## src/include/host_mem_cfg.svh

```systemverilog
// Fixed geometry of the simulation memory; the host words must lie inside the memory window
`ifndef HOST_MEM_CFG_SVH
`define HOST_MEM_CFG_SVH

// ----------------------------------------------------------------------
// Bus widths
// ----------------------------------------------------------------------
`define MEM_ADDR_W 32
`define MEM_DATA_W 64
`define MEM_BE_W 8

// Word index width, 1024 words of 64 bits
`define MEM_IDX_W 10

// ----------------------------------------------------------------------
// Address map
// ----------------------------------------------------------------------
// Upper 19 address bits of the base address 0x8000_0000
`define MEM_BASE_TAG 19'h4_0000

// Host communication words
`define TOHOST_ADDR 32'h8000_1000
`define FROMHOST_ADDR 32'h8000_1040

`endif

```

## src/design/host_ctrl_pkg.sv

```systemverilog
// Port identifiers and flush controller state; port ids double as array indices
`default_nettype none

package host_ctrl_pkg;

    localparam int unsigned NUM_PORTS = 3;

    typedef enum logic [1:0] {
        PORT_INSTR  = 2'd0,
        PORT_DATA   = 2'd1,
        PORT_BYPASS = 2'd2
    } port_id_e;

    typedef enum logic {
        FLUSH_IDLE    = 1'b0,
        FLUSH_PENDING = 1'b1
    } flush_state_e;

endpackage

`default_nettype wire

```

## src/design/mem_types_pkg.sv

```systemverilog
// Address, request and response types; byte offset is always 3 bits for 64-bit words
`default_nettype none

`include "host_mem_cfg.svh"

package mem_types_pkg;

    localparam int unsigned MEM_OFF_W = 3;
    localparam int unsigned MEM_TAG_W = `MEM_ADDR_W - `MEM_IDX_W - MEM_OFF_W;

    typedef struct packed {
        logic [MEM_TAG_W-1:0]  tag;
        logic [`MEM_IDX_W-1:0] idx;
        logic [MEM_OFF_W-1:0]  off;
    } mem_addr_fields_t;

    // Raw view for host word compares, field view for indexing
    typedef union packed {
        logic [`MEM_ADDR_W-1:0] raw;
        mem_addr_fields_t       f;
    } mem_addr_u;

    typedef struct packed {
        mem_addr_u              addr;
        logic                   we;
        logic [`MEM_BE_W-1:0]   be;
        logic [`MEM_DATA_W-1:0] wdata;
        logic                   in_range;
    } mem_req_t;

    typedef struct packed {
        logic [`MEM_DATA_W-1:0] rdata;
        logic                   err;
    } mem_resp_t;

endpackage

`default_nettype wire

```

## src/design/mem_req_if.sv

```systemverilog
// Registered single-cycle request strobe; no back-pressure, receiver must take it at once
`timescale 1ns/1ps
`default_nettype none

interface mem_req_if import mem_types_pkg::*; ();

    // High for exactly one cycle per request
    logic     valid;
    mem_req_t req;

    // Port stage side
    modport src (
        output valid,
        output req
    );

    // Memory side
    modport dst (
        input valid,
        input req
    );

    // Snoop side
    modport mon (
        input valid,
        input req
    );

endinterface

`default_nettype wire

```

## src/design/host_flush_ctrl.sv

```systemverilog
// Host word snoop and flush flag; only full word addresses match, instruction writes are ignored
`timescale 1ns/1ps
`default_nettype none

`include "host_mem_cfg.svh"

module host_flush_ctrl import mem_types_pkg::*; import host_ctrl_pkg::*; (
    input  logic                   clk_i,
    input  logic                   rst_ni,
    mem_req_if.mon                 data,
    mem_req_if.mon                 bypass,
    input  logic                   flush_req_i,
    input  logic                   flush_ack_i,
    output logic                   flushing_o,
    output logic                   tohost_valid_o,
    output logic [`MEM_DATA_W-1:0] tohost_data_o
);

    logic [NUM_PORTS-1:0]   snoop_valid;
    mem_req_t               snoop_req [NUM_PORTS];
    logic [NUM_PORTS-1:0]   host_hit;
    logic [NUM_PORTS-1:0]   tohost_hit;
    port_id_e               sel_port;
    flush_state_e           state_q;
    logic                   tohost_valid_q;
    logic [`MEM_DATA_W-1:0] tohost_data_q;

    // Disabled bytes read as zero
    function automatic logic [`MEM_DATA_W-1:0] masked_wdata(mem_req_t r);
        logic [`MEM_DATA_W-1:0] m;
        for (int b = 0; b < `MEM_BE_W; b++) begin
            m[8*b +: 8] = r.be[b] ? r.wdata[8*b +: 8] : 8'h00;
        end
        return m;
    endfunction

    // Instruction port is not snooped
    assign snoop_valid[PORT_INSTR]  = 1'b0;
    assign snoop_valid[PORT_DATA]   = data.valid;
    assign snoop_valid[PORT_BYPASS] = bypass.valid;
    assign snoop_req[PORT_INSTR]    = '0;
    assign snoop_req[PORT_DATA]     = data.req;
    assign snoop_req[PORT_BYPASS]   = bypass.req;

    always_comb begin
        host_hit   = '0;
        tohost_hit = '0;
        for (int p = 0; p < NUM_PORTS; p++) begin
            if (snoop_valid[p] && snoop_req[p].we && snoop_req[p].in_range) begin
                tohost_hit[p] = (snoop_req[p].addr.raw == `TOHOST_ADDR);
                host_hit[p]   = tohost_hit[p] || (snoop_req[p].addr.raw == `FROMHOST_ADDR);
            end
        end
    end

    // Data port wins the tohost capture
    assign sel_port = tohost_hit[PORT_DATA] ? PORT_DATA : PORT_BYPASS;

    // ----------------------------------------------------------------------
    // Flush flag and tohost capture
    // ----------------------------------------------------------------------
    always_ff @(posedge clk_i or negedge rst_ni) begin
        if (!rst_ni) begin
            state_q        <= FLUSH_IDLE;
            tohost_valid_q <= 1'b0;
        end else begin
            tohost_valid_q <= |tohost_hit;
            // New trigger beats an acknowledge in the same cycle
            if (flush_req_i || (|host_hit)) begin
                state_q <= FLUSH_PENDING;
            end else if (flush_ack_i) begin
                state_q <= FLUSH_IDLE;
            end
        end
    end

    always_ff @(posedge clk_i) begin
        if (|tohost_hit) begin
            tohost_data_q <= masked_wdata(snoop_req[sel_port]);
        end
    end

    assign flushing_o     = (state_q == FLUSH_PENDING);
    assign tohost_valid_o = tohost_valid_q;
    assign tohost_data_o  = tohost_data_q;

endmodule

`default_nettype wire

```

## src/flat_wrapper.sv

```systemverilog
// flat-port wrapper written by rule: the top's interface ports become plain ports
module host_flush_ctrl_flat import mem_types_pkg::*; import host_ctrl_pkg::*;
  (clk_i, rst_ni, flush_req_i, flush_ack_i, flushing_o, tohost_valid_o, tohost_data_o, data_valid, data_req, bypass_valid, bypass_req);
  mem_req_if data_i ();
  mem_req_if bypass_i ();
  input  logic clk_i;
  input  logic rst_ni;
  input  logic flush_req_i;
  input  logic flush_ack_i;
  output logic flushing_o;
  output logic tohost_valid_o;
  output logic [`MEM_DATA_W-1:0] tohost_data_o;
  input wire logic [$bits(data_i.valid)-1:0] data_valid;
  input wire logic [$bits(data_i.req)-1:0] data_req;
  input wire logic [$bits(bypass_i.valid)-1:0] bypass_valid;
  input wire logic [$bits(bypass_i.req)-1:0] bypass_req;
  assign data_i.valid = data_valid;
  assign data_i.req = data_req;
  assign bypass_i.valid = bypass_valid;
  assign bypass_i.req = bypass_req;
  host_flush_ctrl u_core (.clk_i(clk_i), .rst_ni(rst_ni), .data(data_i), .bypass(bypass_i), .flush_req_i(flush_req_i), .flush_ack_i(flush_ack_i), .flushing_o(flushing_o), .tohost_valid_o(tohost_valid_o), .tohost_data_o(tohost_data_o));
endmodule
```

## config.mk

```make
export PLATFORM = sky130hd
export DESIGN_NAME = host_flush_ctrl_flat
export DESIGN_NICKNAME = d
export VERILOG_FILES = /design/src/design/host_ctrl_pkg.sv /design/src/design/mem_types_pkg.sv /design/src/design/mem_req_if.sv /design/src/design/host_flush_ctrl.sv /design/src/flat_wrapper.sv
export VERILOG_INCLUDE_DIRS = /design/src /design/src/include
export SDC_FILE = /design/constraint.sdc
export NUM_CORES = 1
export LEC_CHECK = 0
export BUFFER_PORTS_ARGS = -buffer_cell sky130_fd_sc_hd__buf_2
export CAP_MARGIN = 10
export CORE_AREA = 5 5 108 110
export CTS_BUF_LIST = sky130_fd_sc_hd__clkbuf_2
export DETAILED_ROUTE_END_ITERATION = 10
export DIE_AREA = 0 0 113 115
export PLACE_DENSITY_LB_ADDON = 0.1
export SETUP_SLACK_MARGIN = 0.15
export SLEW_MARGIN = 20
export SYNTH_ARGS = -nofsm -noshare
export SYNTH_HDL_FRONTEND = slang
export SYNTH_SLANG_ARGS = --single-unit
```

## constraint.sdc

```tcl
create_clock -name clk_i -period 0.9 [get_ports clk_i]
set_clock_uncertainty 0.2 [all_clocks]
set_input_delay 0.09 -clock clk_i [delete_from_list [all_inputs] [get_ports clk_i]]
set_output_delay 0.09 -clock clk_i [all_outputs]
set_load 0.005 [all_outputs]
```

==> metrics.cfg <==
[final_layout]
final_cell_count_no_fill = 846
nets = 917
fillers = 868
design_area_sq_um = 6660
drive_gt1_share_pct = 50.0
area.growth.synth_to_final_pct = 91.7

[routing]
first_pass_iters = 4
drtIter0Drc = 109
routed_wl_mm = 13.4
via_count = 3830
drc = 0
vias_per_cell = 4.53
drtAntennaViolNets = 0
wl_per_cell_um = 15.8

[power_and_ir_drop]
clkPwrFrac_pct = 30.6
switching_share_pct = 23.5
power_switching_w = 0.00155
power_frac_seq_pct = 51.2
max-vdd-ir-drop_mv = 0.543
p_comb_share_pct = 18.2
p_int_w = 0.00503
total_leakage_power_nw = 2.78
power_density_nw_per_um2 = 988
finalPower_w = 0.00658

[run]
maxCapViolCount = 0

[min_path]
whs_path_depth = 3
hold_class = in2reg
hold_path.startpoint = data_req[28]
min_to = u_core.tohost_data_o[27]

[global_route]
overflow = 0
grt_pass1_vias = 4017
globalRouteTotalUtil_pct = 18.2
grt_pass1_wl_mm = 18.4
antenna_found_initial = 2
grt_max_degree = 20

[timing]
hold-worst-slack_ns = -0.238
rsz0062_at_grt = true
setup-violations-final = 196
min_period_over_period_pct = 176
hold_viol = 66
tightest_slew_ns = 0.286
worst_slack_ns = -0.683
slew_headroom_pct = 80.8
min_period_ns = 1.58
max_freq_mhz = 632
final_max_slew_viol_count = 0

[yosys]
synth-seq-cells = 66
synth_cell_types = 23
synthesis.area_sq_um = 3470
ys_seq_area_share_pct = 56.8
postSynthCellCount = 312
syn_avg_cell_area_sq_um = 11.1
yosys_warnings = 0
synth_fp_nets = 530

[place]
dpl-instance-area_sq_um = 5120
placed_cells = 725
hpwl_mm = 9.29
io_buffers = 283
place.gp.congestion = 0.830

[worst_setup_path]
crit_path_start_kind = input port
rr_worst_depth = 3
rr_startpoint = u_core.flushing_o
criticalPathCategory = in2reg
cp.required_ns = 0.92
arrival_ns = 1.60
r2r_end = u_core.flushing_o
end_kind = register
cp_max_fo = 7
r2r_slack_ns = -0.11

[cts]
path_clk_slew_ns = 0.18
worstSkewPairLatency_ns = 0.47
cts_root_buf = clkbuf_2
cts_tree = yes
cts_inserted_buffers = 9
cts_max_level = 3
clockBufferDepth = 2
clock-sinks = 66

[die]
die_area_sq_um = 13000
die_x_um = 113
rows = 38
core_region_area_sq_um = 10600
die_h_um = 115
io_pins = 284
start_util_pct = 32.7

[run_status]
status = finished, violations left
violations = hold timing, setup timing

-- logic make-up (layout without fill, tap and decap cells) --
family | count (synthesis) | count (layout) | synth area share [%]
muxes | 64 | 64 | 18.5
buffers and inverters | 24 | 416 | 5.12
other | 0 | 2 | 0
DFF | 66 | 66 | 56.8
AOI/OAI and AO/OA | 2 | 2 | 0.360
and+or+nand+nor | 156 | 156 | 19.3
-- final cells by class --
| cell class | instances | area [sq um] | area share [%] |
|---|---|---|---|
| repair buffers | 399 | 2860 | 43.0 |
| flip-flops and latches | 66 | 1970 | 29.6 |
| clock inverters | 7 | 93.8 | 1.41 |
| diodes | 2 | 5.00 | 0.0752 |
| inverters | 1 | 3.75 | 0.0564 |
| well taps | 140 | 175 | 2.63 |
| clock buffers | 9 | 45.0 | 0.677 |
| multi-input cells | 222 | 1500 | 22.5 |
-- cell usage in the layout, fill, tap and decap left out, types with 2 or more instances in the layout --
cell type,instances
nor4_4,5
buf_16,5
mux2i_1,57
clkbuf_16,5
mux2i_4,2
nor4_1,4
edfxtp_1,64
mux2i_2,5
buf_4,9
clkbuf_2,9
buf_6,16
buf_8,2
dlygate4sd3_1,84
nand2_1,130
dfrtp_1,2
buf_2,272
nor4b_4,2
buf_12,6
clkinv_2,2
nor4_2,2
nand4_1,3
nor2_1,2
bufinv_16,2
diode_2,2
clkinvlp_4,2
-- flip-flops by register name, indices dropped and copies added (netlist names) --
name and count:
u_core.tohost_data_o 64, u_core.flushing_o 1, u_core.tohost_valid_o 1
-- per-layer routing --
layer  vias to the layer above  part of all wire (%)  global-route usage [%]
met5                         -                     0                       0
met4                         0                   3.3                    7.85
met3                        29                   8.1                    4.32
met2                       201                    53                    35.0
met1                      1723                    36                    18.8
li1                       1877                     -                       -
-- what timing repair did --
item	CTS	global route
endpoints found under the hold margin	117	103
setup endpoints to repair	196	196
gates resized for setup	19	23
hold buffers	58	26
setup buffers	4	4
pin swaps	3	4
gates cloned	5	6
-- power groups by stage --
stage	logic, W	clock network, W	registers [W]
after global routing	0.00132	0.00222	0.00337
final	0.00119	0.00201	0.00337
after CTS	0.00105	0.00207	0.00337
after global placement	0.000806	0	0.00344
after floorplan	0.000286	0	0.00344
after detailed placement	0.000822	0	0.00344
-- synthesized netlist by cell type --
cell	instances	area (sq um)
buf_1	16	60.1
nor4_1	10	62.6
nor2_1	2	7.51
nor4b_1	3	26.3
nand3_1	1	5.00
buf_6	1	11.3
a21oi_1	1	5.00
nand3b_1	1	7.51
buf_8	1	15.0
or4_1	1	7.51
o21bai_1	1	7.51
nor3_1	1	5.00
buf_4	1	7.51
nor4_2	1	12.5
nand4_1	3	18.8
dfrtp_1	2	50.1
buf_12	4	80.1
nand2_1	131	492
edfxtp_1	64	1920
mux2i_1	64	641
nor4bb_1	1	10.0
inv_1	1	3.75
nor4b_2	1	15.0
-- worst max-delay path: stages --
cell and delay [ns]:
buf_2 0.10, nor4_1 0.27, nand2_1 0.08, or4_4 0.54, o21bai_4 0.19, buf_8 0.18, clkbuf_16 0.16
-- stage by stage --
step	util (%)	TNS, ns	setup WS, ns
after detailed placement	48.3	-150.31	-1.22
after floorplan	-	-160.19	-1.69
final	62.8	-105.71	-0.683
after global placement	48.3	-146.50	-1.20
after global routing	62.8	-115.27	-0.689
after CTS	57.5	-103.20	-0.631
-- worst max-delay path by stage --
| stage | from | cells after the start | end | slack [ns] |
|---|---|---|---|---|
| after global placement | bypass_req[88] | 6 | u_core.tohost_data_o[52] | -1.20 |
| after global routing | data_req[83] | 8 | u_core.tohost_data_o[11] | -0.69 |
| after floorplan | bypass_req[79] | 4 | u_core.tohost_data_o[0] | -1.69 |
| final | bypass_req[96] | 7 | u_core.tohost_data_o[24] | -0.68 |
| after detailed placement | bypass_req[79] | 6 | u_core.tohost_data_o[51] | -1.22 |
| after CTS | data_req[83] | 7 | u_core.tohost_data_o[20] | -0.63 |
(Power assumes the default switching activity.)
